## config.mk

```make
export PLATFORM = sky130hd
export DESIGN_NAME = ksk_axi_reader
export DESIGN_NICKNAME = d
export VERILOG_FILES = /design/src/ksk_rd_pkg.sv /design/src/ksk_axi_reader.sv /design/src/ksk_rd_cmd_decode.sv /design/src/ksk_rd_fifo.sv /design/src/ksk_rd_req_gen.sv /design/src/ksk_rd_unpack.sv
export VERILOG_INCLUDE_DIRS = /design/src
export SDC_FILE = /design/constraint.sdc
export NUM_CORES = 1
export LEC_CHECK = 0
export ABC_CLOCK_PERIOD_IN_PS = 15700
export BUFFER_PORTS_ARGS = -buffer_cell sky130_fd_sc_hd__buf_2
export CORE_MARGIN = 2
export CORE_UTILIZATION = 35
export CTS_CLUSTER_DIAMETER = 150
export CTS_CLUSTER_SIZE = 30
export DETAILED_ROUTE_END_ITERATION = 10
export HOLD_SLACK_MARGIN = 0.12
export PLACE_DENSITY = 0.53
export SLEW_MARGIN = 20
export SYNTH_ARGS = -nofsm -noshare
export SYNTH_HDL_FRONTEND = slang
export SYNTH_SLANG_ARGS = --single-unit
```

## constraint.sdc

```tcl
create_clock -name clk -period 15.7 [get_ports clk]
set_input_delay 2.355 -clock clk [delete_from_list [all_inputs] [get_ports clk]]
set_output_delay 2.355 -clock clk [all_outputs]
set_load 0.05 [all_outputs]
```

## src/ksk_rd_params.svh

```systemverilog
`ifndef KSK_RD_PARAMS_SVH
`define KSK_RD_PARAMS_SVH

// AXI4 read bus
`define KSK_AXI_DATA_W    128
`define KSK_AXI_ADD_W     32
`define KSK_AXI_BYTES_W   4
`define KSK_PAGE_BYTES_W  12

// Key coefficient layout inside an AXI word
`define KSK_COEF_W        16
`define KSK_COEF_PER_WORD 8
`define KSK_CUT_NB        2
`define KSK_CUT_FCOEF_NB  2
`define KSK_WR_PER_WORD   (`KSK_COEF_PER_WORD / (`KSK_CUT_NB * `KSK_CUT_FCOEF_NB))

// Slice geometry
`define KSK_WORD_PER_COL  3
`define KSK_LBX           4
`define KSK_LBX_LAST      3
`define KSK_COL_NB        16
`define KSK_SLOT_NB       4
`define KSK_SLOT_DEPTH    (`KSK_LBX * `KSK_WORD_PER_COL * `KSK_WR_PER_WORD)
`define KSK_SLICE_BYTES   (`KSK_LBX * `KSK_WORD_PER_COL * (`KSK_AXI_DATA_W / 8))
`define KSK_RECP_DEPTH    4

`define KSK_SLOT_W        $clog2(`KSK_SLOT_NB)
`define KSK_LOOP_W        $clog2(`KSK_COL_NB)
`define KSK_X_W           $clog2(`KSK_LBX)
`define KSK_RAM_ADD_W     $clog2(`KSK_SLOT_NB * `KSK_SLOT_DEPTH)

`endif

```

## src/ksk_rd_pkg.sv

```systemverilog
`include "ksk_rd_params.svh"

package ksk_rd_pkg;

  // Read command from the cache control
  typedef struct packed {
    logic [`KSK_SLOT_W-1:0] slot_id;
    logic [`KSK_LOOP_W-1:0] ks_loop;
  } ksk_read_cmd_t;

  // Command with its first byte address in memory
  typedef struct packed {
    ksk_read_cmd_t             cmd;
    logic [`KSK_AXI_ADD_W-1:0] add;
  } ksk_start_cmd_t;

  // Variable part of an AR beat
  typedef struct packed {
    logic [`KSK_AXI_ADD_W-1:0] araddr;
    logic [7:0]                arlen;
  } ksk_ar_t;

  // R beat as stored in the reception FIFO
  typedef struct packed {
    logic [`KSK_AXI_DATA_W-1:0] rdata;
    logic                       rlast;
  } ksk_r_t;

endpackage

```

## src/ksk_axi_reader.sv

```systemverilog
`include "ksk_rd_params.svh"

module ksk_axi_reader (
  input  logic                          clk,
  input  logic                          s_rst_n,

  input  logic [`KSK_AXI_ADD_W-1:0]     ksk_mem_addr,

  // AXI4 read address channel
  output logic [3:0]                    m_axi4_arid,
  output logic [`KSK_AXI_ADD_W-1:0]     m_axi4_araddr,
  output logic [7:0]                    m_axi4_arlen,
  output logic [2:0]                    m_axi4_arsize,
  output logic [1:0]                    m_axi4_arburst,
  output logic                          m_axi4_arvalid,
  input  logic                          m_axi4_arready,

  // AXI4 read data channel
  input  logic [`KSK_AXI_DATA_W-1:0]    m_axi4_rdata,
  input  logic                          m_axi4_rlast,
  input  logic                          m_axi4_rvalid,
  output logic                          m_axi4_rready,

  // Cache control
  input  logic                          cctrl_rd_vld,
  output logic                          cctrl_rd_rdy,
  input  ksk_rd_pkg::ksk_read_cmd_t     cctrl_rd_cmd,

  // KSK manager
  output logic [`KSK_CUT_NB-1:0]        ksk_mgr_wr_en,
  output logic [`KSK_CUT_NB*`KSK_CUT_FCOEF_NB*`KSK_COEF_W-1:0] ksk_mgr_wr_data,
  output logic [`KSK_RAM_ADD_W-1:0]     ksk_mgr_wr_add,
  output logic [`KSK_X_W-1:0]           ksk_mgr_wr_x_idx,
  output logic [`KSK_SLOT_W-1:0]        ksk_mgr_wr_slot,
  output logic [`KSK_LOOP_W-1:0]        ksk_mgr_wr_ks_loop,

  output logic                          rd_slot_done,
  output logic [`KSK_SLOT_W-1:0]        rd_slot_id
);

  logic                        dec_vld;
  logic                        dec_rdy;
  ksk_rd_pkg::ksk_start_cmd_t  dec_cmd;

  logic                        recp_in_vld;
  logic                        recp_in_rdy;
  ksk_rd_pkg::ksk_read_cmd_t   recp_in_cmd;
  logic                        recp_out_vld;
  logic                        recp_out_rdy;
  ksk_rd_pkg::ksk_read_cmd_t   recp_out_cmd;

  logic                        ar_vld;
  logic                        ar_rdy;
  ksk_rd_pkg::ksk_ar_t         ar_beat;
  ksk_rd_pkg::ksk_ar_t         ar_out;

  ksk_rd_pkg::ksk_r_t          r_in;
  ksk_rd_pkg::ksk_r_t          r_beat;
  logic                        r_vld;
  logic                        r_rdy;

  // Single ID, full-width INCR bursts
  assign m_axi4_arid    = '0;
  assign m_axi4_arsize  = 3'(`KSK_AXI_BYTES_W);
  assign m_axi4_arburst = 2'b01;
  assign m_axi4_araddr  = ar_out.araddr;
  assign m_axi4_arlen   = ar_out.arlen;

  assign r_in.rdata = m_axi4_rdata;
  assign r_in.rlast = m_axi4_rlast;

  ksk_rd_cmd_decode u_cmd_decode (
    .clk          (clk),
    .s_rst_n      (s_rst_n),
    .cctrl_rd_vld (cctrl_rd_vld),
    .cctrl_rd_rdy (cctrl_rd_rdy),
    .cctrl_rd_cmd (cctrl_rd_cmd),
    .ksk_mem_addr (ksk_mem_addr),
    .dec_vld      (dec_vld),
    .dec_rdy      (dec_rdy),
    .dec_cmd      (dec_cmd)
  );

  ksk_rd_req_gen u_req_gen (
    .clk      (clk),
    .s_rst_n  (s_rst_n),
    .dec_vld  (dec_vld),
    .dec_rdy  (dec_rdy),
    .dec_cmd  (dec_cmd),
    .recp_vld (recp_in_vld),
    .recp_rdy (recp_in_rdy),
    .recp_cmd (recp_in_cmd),
    .ar_vld   (ar_vld),
    .ar_rdy   (ar_rdy),
    .ar_beat  (ar_beat)
  );

  // Commands whose data is still expected
  ksk_rd_fifo #(
    .data_t (ksk_rd_pkg::ksk_read_cmd_t),
    .DEPTH  (`KSK_RECP_DEPTH)
  ) u_recp_fifo (
    .clk      (clk),
    .s_rst_n  (s_rst_n),
    .in_data  (recp_in_cmd),
    .in_vld   (recp_in_vld),
    .in_rdy   (recp_in_rdy),
    .out_data (recp_out_cmd),
    .out_vld  (recp_out_vld),
    .out_rdy  (recp_out_rdy)
  );

  ksk_rd_fifo #(
    .data_t (ksk_rd_pkg::ksk_ar_t),
    .DEPTH  (2)
  ) u_ar_fifo (
    .clk      (clk),
    .s_rst_n  (s_rst_n),
    .in_data  (ar_beat),
    .in_vld   (ar_vld),
    .in_rdy   (ar_rdy),
    .out_data (ar_out),
    .out_vld  (m_axi4_arvalid),
    .out_rdy  (m_axi4_arready)
  );

  ksk_rd_fifo #(
    .data_t (ksk_rd_pkg::ksk_r_t),
    .DEPTH  (2)
  ) u_r_fifo (
    .clk      (clk),
    .s_rst_n  (s_rst_n),
    .in_data  (r_in),
    .in_vld   (m_axi4_rvalid),
    .in_rdy   (m_axi4_rready),
    .out_data (r_beat),
    .out_vld  (r_vld),
    .out_rdy  (r_rdy)
  );

  ksk_rd_unpack u_unpack (
    .clk                (clk),
    .s_rst_n            (s_rst_n),
    .r_vld              (r_vld),
    .r_rdy              (r_rdy),
    .r_beat             (r_beat),
    .recp_vld           (recp_out_vld),
    .recp_rdy           (recp_out_rdy),
    .recp_cmd           (recp_out_cmd),
    .ksk_mgr_wr_en      (ksk_mgr_wr_en),
    .ksk_mgr_wr_data    (ksk_mgr_wr_data),
    .ksk_mgr_wr_add     (ksk_mgr_wr_add),
    .ksk_mgr_wr_x_idx   (ksk_mgr_wr_x_idx),
    .ksk_mgr_wr_slot    (ksk_mgr_wr_slot),
    .ksk_mgr_wr_ks_loop (ksk_mgr_wr_ks_loop),
    .rd_slot_done       (rd_slot_done),
    .rd_slot_id         (rd_slot_id)
  );

endmodule

```

## src/ksk_rd_cmd_decode.sv

```systemverilog
`include "ksk_rd_params.svh"

module ksk_rd_cmd_decode (
  input  logic                           clk,
  input  logic                           s_rst_n,

  // Cache control side
  input  logic                           cctrl_rd_vld,
  output logic                           cctrl_rd_rdy,
  input  ksk_rd_pkg::ksk_read_cmd_t      cctrl_rd_cmd,
  input  logic [`KSK_AXI_ADD_W-1:0]      ksk_mem_addr,

  // To the request generator
  output logic                           dec_vld,
  input  logic                           dec_rdy,
  output ksk_rd_pkg::ksk_start_cmd_t     dec_cmd
);

  localparam int ADD_W = `KSK_AXI_ADD_W;

  logic             run;
  logic             take;
  logic [ADD_W-1:0] loop_ofs;

  // Offset of the ks_loop slice from the key base
  assign loop_ofs = ADD_W'(cctrl_rd_cmd.ks_loop) * ADD_W'(`KSK_SLICE_BYTES);

  // One-entry stage, free when empty or when its content leaves
  assign cctrl_rd_rdy = run & (~dec_vld | dec_rdy);
  assign take         = cctrl_rd_vld & cctrl_rd_rdy;

  always_ff @(posedge clk) begin
    if (!s_rst_n) begin
      run     <= 1'b0;
      dec_vld <= 1'b0;
    end else begin
      run <= 1'b1;
      if (cctrl_rd_rdy) begin
        dec_vld <= cctrl_rd_vld;
      end
    end
  end

  always_ff @(posedge clk) begin
    if (take) begin
      dec_cmd.cmd <= cctrl_rd_cmd;
      dec_cmd.add <= ksk_mem_addr + loop_ofs;
    end
  end

endmodule

```

## src/ksk_rd_fifo.sv

```systemverilog
`include "ksk_rd_params.svh"

module ksk_rd_fifo #(
  parameter type data_t = logic,
  parameter int  DEPTH  = 2
) (
  input  logic  clk,
  input  logic  s_rst_n,

  input  data_t in_data,
  input  logic  in_vld,
  output logic  in_rdy,

  output data_t out_data,
  output logic  out_vld,
  input  logic  out_rdy
);

  localparam int PTR_W = (DEPTH > 1) ? $clog2(DEPTH) : 1;
  localparam int CNT_W = $clog2(DEPTH + 1);

  data_t            mem [DEPTH];
  logic [PTR_W-1:0] rd_ptr;
  logic [PTR_W-1:0] wr_ptr;
  logic [CNT_W-1:0] cnt;
  logic [CNT_W-1:0] cnt_d;
  logic             wr;
  logic             rd;

  function automatic logic [PTR_W-1:0] ptr_inc(input logic [PTR_W-1:0] ptr);
    return (ptr == PTR_W'(DEPTH - 1)) ? '0 : ptr + 1'b1;
  endfunction

  assign wr       = in_vld & in_rdy;
  assign rd       = out_vld & out_rdy;
  assign out_vld  = cnt != '0;
  assign out_data = mem[rd_ptr];

  always_comb begin
    cnt_d = cnt;
    if (wr && !rd) cnt_d = cnt + 1'b1;
    else if (rd && !wr) cnt_d = cnt - 1'b1;
  end

  // Ready is registered, so it stays low while in reset
  always_ff @(posedge clk) begin
    if (!s_rst_n) begin
      rd_ptr <= '0;
      wr_ptr <= '0;
      cnt    <= '0;
      in_rdy <= 1'b0;
    end else begin
      if (wr) wr_ptr <= ptr_inc(wr_ptr);
      if (rd) rd_ptr <= ptr_inc(rd_ptr);
      cnt    <= cnt_d;
      in_rdy <= cnt_d != CNT_W'(DEPTH);
    end
  end

  always_ff @(posedge clk) begin
    if (wr) mem[wr_ptr] <= in_data;
  end

endmodule

```

## src/ksk_rd_req_gen.sv

```systemverilog
`include "ksk_rd_params.svh"

module ksk_rd_req_gen (
  input  logic                        clk,
  input  logic                        s_rst_n,

  input  logic                        dec_vld,
  output logic                        dec_rdy,
  input  ksk_rd_pkg::ksk_start_cmd_t  dec_cmd,

  // Reception command FIFO push
  output logic                        recp_vld,
  input  logic                        recp_rdy,
  output ksk_rd_pkg::ksk_read_cmd_t   recp_cmd,

  // AR FIFO push
  output logic                        ar_vld,
  input  logic                        ar_rdy,
  output ksk_rd_pkg::ksk_ar_t         ar_beat
);

  localparam int ADD_W      = `KSK_AXI_ADD_W;
  localparam int X_W        = `KSK_X_W;
  localparam int LOOP_W     = `KSK_LOOP_W;
  localparam int WR_W       = $clog2(`KSK_WORD_PER_COL + 1);
  localparam int PG_W       = `KSK_PAGE_BYTES_W - `KSK_AXI_BYTES_W + 1;
  localparam int PAGE_WORDS = 1 << (`KSK_PAGE_BYTES_W - `KSK_AXI_BYTES_W);

  logic             sent;
  logic [ADD_W-1:0] cur_add;
  logic [X_W-1:0]   x_idx;
  logic [X_W-1:0]   x_max;
  logic [WR_W-1:0]  word_remain;
  logic [PG_W-1:0]  remain_ext;
  logic [PG_W-1:0]  page_words;
  logic [PG_W-1:0]  word_nb;
  logic             last_word;
  logic             last_x;
  logic             send;

  // ------------------------------------------------------------------------
  // Burst sizing
  // ------------------------------------------------------------------------
  assign remain_ext = PG_W'(word_remain);
  assign page_words = PG_W'(PAGE_WORDS)
                    - PG_W'(cur_add[`KSK_PAGE_BYTES_W-1:`KSK_AXI_BYTES_W]);
  // Stop at the column end or at the 4 KB page end
  assign word_nb    = (page_words < remain_ext) ? page_words : remain_ext;
  assign last_word  = remain_ext == word_nb;

  // Last ks_loop of the key holds fewer columns
  assign x_max  = (dec_cmd.cmd.ks_loop == LOOP_W'(`KSK_COL_NB - 1)) ?
                  X_W'(`KSK_LBX_LAST - 1) : X_W'(`KSK_LBX - 1);
  assign last_x = x_idx == x_max;

  // ------------------------------------------------------------------------
  // Handshakes
  // ------------------------------------------------------------------------
  // Phase one pushes the command, phase two sends the bursts
  assign recp_vld = dec_vld & ~sent;
  assign recp_cmd = dec_cmd.cmd;

  assign ar_vld          = dec_vld & sent;
  assign ar_beat.araddr  = cur_add;
  assign ar_beat.arlen   = 8'(word_nb - PG_W'(1));
  assign send            = ar_vld & ar_rdy;

  assign dec_rdy = send & last_word & last_x;

  always_ff @(posedge clk) begin
    if (!s_rst_n) begin
      sent        <= 1'b0;
      x_idx       <= '0;
      word_remain <= WR_W'(`KSK_WORD_PER_COL);
    end else begin
      if (dec_rdy) sent <= 1'b0;
      else if (recp_vld && recp_rdy) sent <= 1'b1;

      if (send) begin
        word_remain <= last_word ? WR_W'(`KSK_WORD_PER_COL) : WR_W'(remain_ext - word_nb);
        if (last_word) x_idx <= last_x ? '0 : x_idx + 1'b1;
      end
    end
  end

  // Start address is loaded while the command waits for its push
  always_ff @(posedge clk) begin
    if (recp_vld) cur_add <= dec_cmd.add;
    else if (send) cur_add <= cur_add + (ADD_W'(word_nb) << `KSK_AXI_BYTES_W);
  end

endmodule

```

## src/ksk_rd_unpack.sv

```systemverilog
`include "ksk_rd_params.svh"

module ksk_rd_unpack (
  input  logic                          clk,
  input  logic                          s_rst_n,

  input  logic                          r_vld,
  output logic                          r_rdy,
  input  ksk_rd_pkg::ksk_r_t            r_beat,

  input  logic                          recp_vld,
  output logic                          recp_rdy,
  input  ksk_rd_pkg::ksk_read_cmd_t     recp_cmd,

  // KSK manager RAM
  output logic [`KSK_CUT_NB-1:0]        ksk_mgr_wr_en,
  output logic [`KSK_CUT_NB*`KSK_CUT_FCOEF_NB*`KSK_COEF_W-1:0] ksk_mgr_wr_data,
  output logic [`KSK_RAM_ADD_W-1:0]     ksk_mgr_wr_add,
  output logic [`KSK_X_W-1:0]           ksk_mgr_wr_x_idx,
  output logic [`KSK_SLOT_W-1:0]        ksk_mgr_wr_slot,
  output logic [`KSK_LOOP_W-1:0]        ksk_mgr_wr_ks_loop,

  output logic                          rd_slot_done,
  output logic [`KSK_SLOT_W-1:0]        rd_slot_id
);

  localparam int PROC_W = `KSK_CUT_NB * `KSK_CUT_FCOEF_NB * `KSK_COEF_W;
  localparam int X_W    = `KSK_X_W;
  localparam int LOOP_W = `KSK_LOOP_W;
  localparam int ADD_W  = `KSK_RAM_ADD_W;
  localparam int WC_W   = $clog2(`KSK_WORD_PER_COL);
  localparam int SR_W   = (`KSK_WR_PER_WORD > 1) ? $clog2(`KSK_WR_PER_WORD) : 1;
  localparam int ELT_W  = $clog2(`KSK_SLOT_DEPTH);

  logic [WC_W-1:0]            word_cnt;
  logic [X_W-1:0]             x_cnt;
  logic [X_W-1:0]             x_max;
  logic                       last_word;
  logic                       last_x;
  logic                       pop;

  logic [`KSK_AXI_DATA_W-1:0] sr_data;
  logic [SR_W-1:0]            sr_cnt;
  logic                       sr_avail;
  logic                       sr_last;

  ksk_rd_pkg::ksk_read_cmd_t  r1_cmd;
  logic [X_W-1:0]             r1_x_idx;
  logic                       r1_slice_last;
  logic [ADD_W-1:0]           r1_add_ofs;
  logic [ELT_W-1:0]           slot_elt;
  logic                       slice_end;

  // ------------------------------------------------------------------------
  // Word and column counting against the command
  // ------------------------------------------------------------------------
  assign x_max     = (recp_cmd.ks_loop == LOOP_W'(`KSK_COL_NB - 1)) ?
                     X_W'(`KSK_LBX_LAST - 1) : X_W'(`KSK_LBX - 1);
  assign last_word = word_cnt == WC_W'(`KSK_WORD_PER_COL - 1);
  assign last_x    = x_cnt == x_max;

  // New word only once the previous one is fully written
  assign r_rdy    = recp_vld & (~sr_avail | sr_last);
  assign pop      = r_vld & r_rdy;
  assign recp_rdy = pop & last_word & last_x;

  always_ff @(posedge clk) begin
    if (!s_rst_n) begin
      word_cnt <= '0;
      x_cnt    <= '0;
    end else if (pop) begin
      word_cnt <= last_word ? '0 : word_cnt + 1'b1;
      if (last_word) x_cnt <= last_x ? '0 : x_cnt + 1'b1;
    end
  end

  // ------------------------------------------------------------------------
  // Shift register, one write per slot
  // ------------------------------------------------------------------------
  assign sr_last   = sr_cnt == SR_W'(`KSK_WR_PER_WORD - 1);
  assign slice_end = sr_avail & sr_last & r1_slice_last;

  always_ff @(posedge clk) begin
    if (!s_rst_n) begin
      sr_cnt   <= '0;
      sr_avail <= 1'b0;
      slot_elt <= '0;
    end else begin
      if (pop) sr_avail <= 1'b1;
      else if (sr_avail && sr_last) sr_avail <= 1'b0;

      if (sr_avail) begin
        sr_cnt   <= sr_last ? '0 : sr_cnt + 1'b1;
        slot_elt <= slice_end ? '0 : slot_elt + 1'b1;
      end
    end
  end

  // Word context kept beside the data
  always_ff @(posedge clk) begin
    if (pop) begin
      sr_data       <= r_beat.rdata;
      r1_cmd        <= recp_cmd;
      r1_x_idx      <= x_cnt;
      r1_slice_last <= last_word & last_x;
      r1_add_ofs    <= ADD_W'(recp_cmd.slot_id) * ADD_W'(`KSK_SLOT_DEPTH);
    end else if (sr_avail) begin
      sr_data <= sr_data >> PROC_W;
    end
  end

  // ------------------------------------------------------------------------
  // Registered manager writes
  // ------------------------------------------------------------------------
  always_ff @(posedge clk) begin
    if (!s_rst_n) begin
      ksk_mgr_wr_en <= '0;
      rd_slot_done  <= 1'b0;
    end else begin
      // All cuts share the same word
      ksk_mgr_wr_en <= {`KSK_CUT_NB{sr_avail}};
      rd_slot_done  <= slice_end;
    end
  end

  always_ff @(posedge clk) begin
    ksk_mgr_wr_data    <= sr_data[PROC_W-1:0];
    ksk_mgr_wr_add     <= r1_add_ofs + ADD_W'(slot_elt);
    ksk_mgr_wr_x_idx   <= r1_x_idx;
    ksk_mgr_wr_slot    <= r1_cmd.slot_id;
    ksk_mgr_wr_ks_loop <= r1_cmd.ks_loop;
    rd_slot_id         <= r1_cmd.slot_id;
  end

endmodule

```

# Yosys cells after proc, flatten, opt, wreduce, memory -nomap -nowiden
# Memories as Yosys holds them, arrays and structs flattened. A register that Yosys moved wholly into a read port is not among the register bits.
# Cells that the tools add are included.
# W data, S select, Z words.
[totals]
output_inout_bits = 136
n_memories = 3
in_bits = 172
romBits = 0
ramBits = 362
latch_bits = 0
regBits = 328
elab_cells = 166
[memory_table]
columns = ["memory", "words", "width", "rd", "rd_clocked_by_memory_dff", "write_ports", "line_no", "text"]
rows = [
  ["u_r_fifo.mem", 2, 129, 1, 1, 1, "ksk_rd_fifo.sv:22", "data_t mem [DEPTH];"],
  ["u_ar_fifo.mem", 2, 40, 1, 1, 1, "ksk_rd_fifo.sv:22", ""],
  ["u_recp_fifo.mem", 4, 6, 1, 1, 1, "ksk_rd_fifo.sv:22", ""],
]
[classes]
n_eq_ne = 11
bitwise = 24
n_div = 0
mux = 40
multipliers = 2
n_lt_le_gt_ge = 1
shifts = 0
n_reduce_logical = 23
addsub = 23
[ops]
columns = ["cell", "count"]
rows = [
  ["$mux W128", 2],
  ["$mux W32", 2],
  ["$add A32 B12 Y32", 1],
  ["$add A32 B13 Y32", 1],
  ["$mux W2", 12],
  ["$mux W1", 20],
  ["$and A1 B1 Y1", 18],
  ["$add A2 B1 Y2 const B", 7],
  ["$reduce_bool A2 Y1", 5],
  ["$eq A2 B9 Y1", 1],
  ["$lt A9 B2 Y1", 1],
  ["$mux W9", 1],
  ["$sub A9 B8 Y9 const A", 1],
  ["$eq A4 B4 Y1 const B", 2],
  ["$logic_and A1 B1 Y1", 8],
  ["$sub A8 B1 Y8 const B", 1],
  ["$add A7 B5 Y7", 1],
  ["$eq A2 B2 Y1 const B", 3],
  ["$logic_not A1 Y1", 6],
  ["$mul A4 B2 Y6 const B", 1],
  ["$mux W3", 2],
  ["$add A1 B1 Y1 const B", 5],
  ["$add A5 B1 Y5 const B", 1],
  ["$mux W5", 1],
  ["13 further kinds", 21],
]

# Depth between registers and ports, before layout
# Gate-level depths: netlist (run 1).
[depth]
word_depth = 11
ltp_mapped = 16
mapped_depth_nobuf = 15

# Modules after synthesis
# A second synthesis (run 1) with hierarchy kept.
[unflattened]
hier_cells = 1558
hier_area_um2 = 26794.4
[modules_own_cells]
columns = ["module", "cells_per_inst", "area_each_um2", "instances", "seq_area_each_um2"]
rows = [
  ["ksk_rd_fifo at u_r_fifo", 434, 9651.8, 1, 7867.5],
  ["ksk_rd_unpack", 456, 7917.6, 1, 6045.8],
  ["ksk_rd_fifo at u_ar_fifo", 157, 3176.8, 1, 2522.4],
  ["ksk_rd_req_gen", 255, 2477.4, 1, 1061.0],
  ["ksk_rd_cmd_decode", 147, 2037.0, 1, 1181.1],
  ["ksk_rd_fifo at u_recp_fifo", 98, 1458.9, 1, 920.9],
  ["ksk_axi_reader", 11, 75.1, 1, 0.0],
]

# Worst setup path after synthesis (run 1)
# No wires, ideal clock.
[synth_path]
path_kind = "in2reg"
startpoint = "in m_axi4_rvalid"
endpoint = "mem u_r_fifo.mem[0][100] (netlist bit), enable pin"
required_ns = 15.081
path_stages = 2
path_buffers = 0
setup_ns = 0.619
arrival_time_ns = 7.819
slack_ns = 7.262
path_cell_list = "nand2_1 -> nor2_1"
[synth_via]
elab_chain_cells = 3
[synth_lines]
columns = ["element", "line_no", "text"]
rows = [
  ["start: declaration", "ksk_axi_reader.sv:21", "input logic m_axi4_rvalid,"],
  ["$and A1 B1 Y1", "ksk_rd_fifo.sv:34", "assign wr = in_vld & in_rdy;"],
  ["$mux W1", "ksk_rd_fifo.sv:61", "if (wr) mem[wr_ptr] <= in_data;"],
  ["$mux W1 (implied by the code)", "ksk_rd_fifo.sv:61", ""],
  ["end: declaration", "ksk_rd_fifo.sv:22", ""],
]
# No other way between the ends.

# Worst setup path in the final report (run 1)
[layout_path]
startpoint = "reg u_req_gen.cur_add[4]"
endpoint = "out cctrl_rd_rdy"
[layout_via]
elab_chain_cells = 8
[layout_lines]
columns = ["element", "line_no", "text"]
rows = [
  ["start: declaration", "ksk_rd_req_gen.sv:30", "logic [ADD_W-1:0] cur_add;"],
  ["start signal: assignment", "ksk_rd_req_gen.sv:88", "if (recp_vld) cur_add <= dec_cmd.add;"],
  ["start signal: assignment", "ksk_rd_req_gen.sv:89", "else if (send) cur_add <= cur_add + (ADD_W'(word_nb) << `KSK_AXI_BYTES_W);"],
  ["$sub A9 B8 Y9 *", "ksk_rd_req_gen.sv:45", "assign page_words = PG_W'(PAGE_WORDS)"],
  ["$lt A9 B2 Y1", "ksk_rd_req_gen.sv:48", "assign word_nb = (page_words < remain_ext) ? page_words : remain_ext;"],
  ["$mux W9 *", "ksk_rd_req_gen.sv:48", ""],
  ["$eq A2 B9 Y1 *", "ksk_rd_req_gen.sv:49", "assign last_word = remain_ext == word_nb;"],
  ["$and A1 B1 Y1 * (2 in a row)", "ksk_rd_req_gen.sv:68", "assign dec_rdy = send & last_word & last_x;"],
  ["$or A1 B1 Y1 *", "ksk_rd_cmd_decode.sv:29", "assign cctrl_rd_rdy = run & (~dec_vld | dec_rdy);"],
  ["$and A1 B1 Y1 *", "ksk_rd_cmd_decode.sv:29", ""],
  ["end: declaration", "ksk_axi_reader.sv:26", "output logic cctrl_rd_rdy,"],
]
# Every way passes the cells marked *; elsewhere a longest branch is shown, timed or not.

==> qor.csv, run 1 <==
metric,value,unit
status,finished clean,
clock root cell,clkbuf_16,
M1 wire length,20720,um
setup ws final,8797,ps
period utilisation layout,43.97,%
met2 WL,24380,um
"count leader, synth",edfxtp_1,
cell internal pwr,0.002577,W
MaxCap Viol Count,0,
fmax,144.9,MHz
ys async rst share,0,%
"Clk pin slew, worst setup/hold paths",110,ps
top cell type's share of synthesized area,66.62,%
CTS H-tree depth,1,
WP data arrival,4550,ps
endpoints failing hold,0,
yosys warns,0,
overall routing resource usage,12.75,%
layout cells sized above 1,21.25,%
crit path time final,6903,ps
synth top area cells,"edfxtp_1 67%, dfxtp_1 9.4%, mux2i_1 5.3%",
critical path type,reg2out,
Final GP Congestion,0.8498,
DP Worst Slack,9471,ps
WL/cell,17.36,um
initial antenna violation count,24,
maximum vdd drop,0.0001337,V
largest family of logic cells by synthesized area,multiplexers,
register area share after synthesis,76.05,%
clk_lat worst skew,630,ps
die height,274.9,um
global route overflow,0,
I/O pin cnt,308,
largest net degree at the start of global routing,103,
die span in x,274.9,um
TritonCTS clock tree,done,
Syn Area/Cell,15.97,um^2
CP Data Required Time,13350,ps
mux share of post-synthesis cell area,7.626,%
Flop pwr share,61.7,%
PD cells,119.6,nW/um^2
Clock Sinks,691,
CP max FO,7,
net switching share of the total power,25.78,%
die footprint,75590,um^2
Synth Register Bits,691,
total clock buffers created by CTS,27,
top post-synthesis cells by count,"570 x edfxtp_1, 137 x nand2_1, 135 x mux2i_1",
Synth Flop Type,edfxtp_1,
Post-synth EDFFs,570,
Starting Density,35.27,%
cts-stage hold buffer count,0,
unrepaired setup endpoints after global routing,no,
Resized cells post-CTS,0,
Post-DP HPWL,31800,um
Syn-to-layout area delta,13.03,%
final antenna-violating net count,0,
first-pass GRT wire length,75350,um
Simple-Gate Fraction of Synth Area,6.803,%
leading area contributor after synthesis,edfxtp_1,
Buffers on Ports,297,
DR pass1 iterations,4,
metal3 WL,3481,um
worst hold path class,reg2reg,
vias in the first global route,13042,
Netlist cell types,65,
Worst Setup Start Kind,register,
"Cell Area, Synth",25690,um^2
Compound-Gate Fraction of Synth Area,3.594,%
Final Slew Violations,0,
top routing layer in use,met5,
Starting DRT DRC Count,808,
Max clock buf depth,3,
Logic pwr share,12.9,%
leakage,10.15,nW
Slew @ Worst Pin,1087,ps
Worst Clk Skew,46.89,ps
Rows,99,
# setup viols final,0,
Synth Area in XOR/XNOR,2.079,%
Post-Route WL,49830,um
Cells after Synth,1609,
TNS Setup,0,ps
Vias/cell,4.604,
Clock Power Share,25.4,%
DRC errors left,0,
slew margin rel.,27.56,%
setup bufs post-CTS,0,
CORE AREA,72830,um^2
Vias,13214,
Switch Pwr,0.0008951,W
CP endpoint kind,output pin,
# nets final,2095,
Post-Synth Adder-Cell Area,1.967,%
-- final cells by class --
class | count | area (um^2)
fill | 6719 | 43790
sequential | 691 | 19540
multi-input combinational | 821 | 5754
timing repair buffer | 314 | 1614
tap | 959 | 1200
clock buffer | 48 | 754.5
inverter | 30 | 112.6
clock inverter | 2 | 50.05
antenna | 5 | 12.51
-- worst max-delay path: stages, from the launching register on --
cell and delay [ps]:
edfxtp_1 490, inv_1 70, ha_1 390, ha_1 220
nor3_1 210, and4_1 380, mux2i_1 430, inv_1 180
ha_1 360, nand2_1 90, a21oi_1 270, nand3_1 260
a21oi_1 240, buf_2 320
-- layout by cell type (no fill, tap or decap), drive strengths merged, types with 18 or more instances in the layout --
master / instances
edfxtp: 570
buf: 314
nand2: 137
mux2i: 136
dfxtp: 121
nor2: 98
o21ai: 89
clkbuf: 48
mux2: 40
xnor2: 35
ha: 34
inv: 31
nand3: 27
xor2: 26
and2: 19
a21oi: 19
and3: 18
-- state kept, by name, indices dropped and copies added (netlist names), 4 cells and up, named ones only --
| register | count |
|---|---|
| u_unpack.slot_elt | 5 |
| u_unpack.ksk_mgr_wr_add | 7 |
| u_req_gen.cur_add | 32 |
| u_unpack.ksk_mgr_wr_data | 64 |
| u_recp_fifo.mem | 24 |
| u_cmd_decode.dec_cmd | 38 |
| u_unpack.r1_cmd | 6 |
| u_r_fifo.mem | 256 |
| u_ar_fifo.mem | 80 |
| u_unpack.sr_data | 128 |
| u_unpack.ksk_mgr_wr_ks_loop | 4 |
-- through the flow --
| stage | utilization, % | cell area [um^2] | power, W | hold WS, ps | instances |
|---|---|---|---|---|---|
| floorplan | - | 25730 | 0.002512 | 323.3 | 1619 |
| global placement | 38.75 | 28220 | 0.002630 | 326.4 | 2815 |
| detailed placement | 38.75 | 28220 | 0.002642 | 327.9 | 2815 |
| CTS | 39.85 | 29030 | 0.003531 | 322.0 | 2865 |
| global route | 39.86 | 29030 | 0.003625 | 345.8 | 2866 |
| finish | 39.87 | 29040 | 0.003472 | 345.7 | 2870 |
-- cells by family after synthesis --
logic type / Yosys count
buf+inv: 107
other cells: 2
xor+xnor: 61
flops: 691
mux: 182
compound gates: 157
fa+ha+maj: 38
simple gates: 371
-- routing by layer --
metal / global-route usage (%) / up-vias
met5: 0 / -
met4: 2.688 / 40
met3: 4.321 / 87
met2: 21.67 / 239
met1: 15.77 / 6396
li1: - / 6452
-- power groups by stage --
stage          Clock, W  Combinational [W]  Sequential (W)
5_1_grt        0.000983           0.000489         0.00215
3_5_place_dp          0           0.000458         0.00218
2_1_floorplan         0           0.000287         0.00223
3_3_place_gp          0           0.000450         0.00218
6_report       0.000882           0.000449         0.00214
4_1_cts        0.000929           0.000459         0.00214
-- worst paths after layout --
check	startpoint	to	slack, ps	depth (start not counted)
max	u_req_gen.cur_add[4]	cctrl_rd_rdy	8800	13
min	u_unpack.sr_data[11]	u_unpack.ksk_mgr_wr_data[11]	350	0
max reg2reg	u_req_gen.cur_add[4]	u_req_gen.cur_add[26]	11060	15
min reg2reg	u_unpack.sr_data[11]	u_unpack.ksk_mgr_wr_data[11]	350	0
Note: power is estimated with default switching activity, not from simulation.
==> run 2, diff against run 1 <==
--- a/config.mk
+++ b/config.mk
@@ -6,7 +6,8 @@
 export SDC_FILE = /design/constraint.sdc
 export NUM_CORES = 1
 export LEC_CHECK = 0
-export ABC_CLOCK_PERIOD_IN_PS = 15700
+export ABC_AREA = 1
+export ABC_CLOCK_PERIOD_IN_PS = 6050
 export BUFFER_PORTS_ARGS = -buffer_cell sky130_fd_sc_hd__buf_2
 export CORE_MARGIN = 2
 export CORE_UTILIZATION = 35
@@ -14,7 +15,7 @@
 export CTS_CLUSTER_SIZE = 30
 export DETAILED_ROUTE_END_ITERATION = 10
 export HOLD_SLACK_MARGIN = 0.12
-export PLACE_DENSITY = 0.53
+export PLACE_DENSITY = 0.54
 export SLEW_MARGIN = 20
 export SYNTH_ARGS = -nofsm -noshare
 export SYNTH_HDL_FRONTEND = slang
==> constraint.sdc (replaced) <==
create_clock -name clk -period 6.05 [get_ports clk]
set_input_delay 0.9075 -clock clk [delete_from_list [all_inputs] [get_ports clk]]
set_output_delay 0.9075 -clock clk [all_outputs]
set_load 0.05 [all_outputs]
==> qor.csv, run 2 <==
metric,value,unit
"Clk pin slew, worst setup/hold paths",110,ps
initial antenna violation count,21,
Worst Path Buf+Inv,4,
overall routing resource usage,13.92,%
Synth Register Bits,691,
biggest regs,"u_r_fifo.mem x256, u_unpack.sr_data x128, u_ar_fifo.mem x80",
clock root cell,clkbuf_16,
placed cell count,3072,
endpoints failing hold,0,
top cell type's share of synthesized area,66.51,%
CP max FO,7,
WL/cell,17.27,um
net switching share of the total power,28.01,%
Final Slew Violations,0,
Resized cells post-CTS,0,
R2R Path End,u_req_gen.cur_add[30],
cell internal pwr,0.006867,W
first-pass GRT wire length,82120,um
CP Data Required Time,5140,ps
Netlist cell types,52,
Worst Setup Start Kind,register,
Vias/cell,4.658,
"CP delay by family, top",simple AND/OR/NAND/NOR gates,
die height,275.2,um
met2 WL,26750,um
Slew @ Worst Pin,986.2,ps
leakage,10.93,nW
maximum vdd drop,0.0002113,V
Clock Power Share,23.9,%
largest net degree at the start of global routing,130,
total clock buffers created by CTS,27,
"count leader, synth",edfxtp_1,
CTS H-tree depth,1,
FF-to-FF setup slack,1980,ps
metal3 WL,3160,um
M1 wire length,22900,um
PD cells,327.9,nW/um^2
Rows,99,
max FFs per register,256,
Post-synth EDFFs,570,
Final GP Congestion,0.8133,
# setup viols final,0,
most frequent cells in the layout,"570 x edfxtp_1, 358 x nand2_1, 297 x buf_2, 186 x nor2_1, 119 x dfxtp_1",
unrepaired setup endpoints after global routing,no,
cell depth of the worst hold path,0,
crit-path cells,inv_1 -> ha_1 -> ha_1 -> a21boi_0 -> nor3_2 -> nand2_1 -> o21a_1 -> ha_1 -> inv_1 -> nor2_1 -> nand4_1 -> nand2_1 -> nand2_1 -> inv_1 -> buf_2,
top routing layer in use,met5,
Clock Sinks,691,
ys async rst share,0,%
"Cell Area, Synth",25740,um^2
"commonest non-fill, non-tap cell in the layout",edfxtp_1,
leading area contributor after synthesis,edfxtp_1,
Starting DRT DRC Count,863,
Fin Hold WS,346.1,ps
CP peak stage delay,510,ps
min-delay src,u_unpack.sr_data[32],
period utilisation layout,78.89,%
slew margin rel.,34.25,%
CORE AREA,72830,um^2
DRC errors left,0,
CP endpoint kind,output pin,
WP data arrival,3870,ps
# nets final,2353,
Switch Pwr,0.002672,W
Starting Density,35.33,%
clk_lat worst skew,630,ps
WHS Endpoint,u_unpack.ksk_mgr_wr_data[32],
Post-Route WL,54070,um
FF-to-FF Start,u_req_gen.cur_add[5],
die footprint,75720,um^2
most flop-heavy register,u_r_fifo.mem,
layout cells sized above 1,19.27,%
reg2reg path depth,18,
Worst Clk Skew,31.03,ps
Logic pwr share,15.5,%
worst hold path class,reg2reg,
vias in the first global route,14402,
Syn Area/Cell,13.72,um^2
critical path type,reg2out,
crit path time final,4773,ps
I/O pin cnt,308,
MaxCap Viol Count,0,
die span in x,275.2,um
Layout Cells excl Fill,3130,
Cells after Synth,1876,
top post-synthesis cells by count,"570 x edfxtp_1, 359 x nand2_1, 190 x nor2_1",
setup bufs post-CTS,0,
synth top area cells,"edfxtp_1 67%, dfxtp_1 9.4%, nand2_1 5.2%",
status,finished clean,
global route overflow,0,
yosys warns,0,
Worst path slowest cell,edfxtp_1,
Max clock buf depth,3,
fmax,209.5,MHz
register area share after synthesis,75.92,%
TNS Setup,0,ps
final antenna-violating net count,0,
Buffers on Ports,297,
TritonCTS clock tree,done,
Flop pwr share,60.6,%
Syn-to-layout area delta,13.03,%
DR pass1 iterations,5,
cts-stage hold buffer count,0,
Synth Flop Type,edfxtp_1,
Vias,14578,
Post-DP HPWL,33910,um
==> run 2: changes by cell type after synthesis, sizes merged, moves of 19 or more <==
cell | before | now
mux2i | 136 | 0
and2 | 19 | 0
nor2 | 98 | 193
inv | 30 | 106
a21oi | 19 | 91
o21ai | 89 | 39
o31ai | 5 | 65
nand2 | 137 | 367
==> run 2: logic make-up after synthesis <==
family / share of synthesized area [%]
DFF: 75.92
xor gates and xnor gates: 1.702
adders and majority gates: 1.964
AOI/OAI and AO/OA: 5.022
muxes: 1.794
and+or+nand+nor: 10.48
other: 0.02918
buffers and inverters: 3.087
==> run 2: final cells by class <==
type | instances | area [um^2]
Inverter | 106 | 400.4
Clock buffer | 48 | 754.5
Tap cell | 959 | 1200
Fill cell | 6827 | 43750
Multi-Input combinational cell | 1008 | 5497
Antenna cell | 7 | 17.52
Sequential cell | 691 | 19540
Timing Repair Buffer | 309 | 1627
Clock inverter | 2 | 50.05
==> run 2: layer usage <==
metal,global-route usage [%],vias up
met5,0,-
met4,3.058,26
met3,3.247,78
met2,24.17,310
met1,17.69,7091
li1,-,7073
==> run 2: power by group through the flow <==
stage	clock [W]	sequential, W	combinational, W
3_3_place_gp	0	0.00588	0.00148
2_1_floorplan	0	0.00608	0.000857
5_1_grt	0.00254	0.00582	0.00162
6_report	0.00228	0.00578	0.00148
3_5_place_dp	0	0.00589	0.00151
4_1_cts	0.00239	0.00578	0.00152
==> run 2: worst max-delay path by stage <==
stage                                    start                    to  slack (ps)  cells after the start
after floorplan                  m_axi4_rvalid  u_r_fifo.mem[1][100]        1210                      2
after global placement    u_req_gen.cur_add[4]          cctrl_rd_rdy        2050                     15
after detailed placement  u_req_gen.cur_add[5]          cctrl_rd_rdy        1940                     15
after CTS                 u_req_gen.cur_add[5]          cctrl_rd_rdy        1240                     15
after global routing      u_req_gen.cur_add[5]          cctrl_rd_rdy         940                     15
final                     u_req_gen.cur_add[5]          cctrl_rd_rdy        1280                     15
==> run 2: through the flow <==
stage	power [W]	utilization [%]	setup slack (ps)	area, um^2
finish	0.009539	39.94	1277	29090
global route	0.009983	39.93	943.1	29080
CTS	0.009696	39.89	1244	29050
detailed placement	0.007404	38.78	1938	28250
global placement	0.007368	38.78	2048	28250
floorplan	0.006938	-	1212	25780
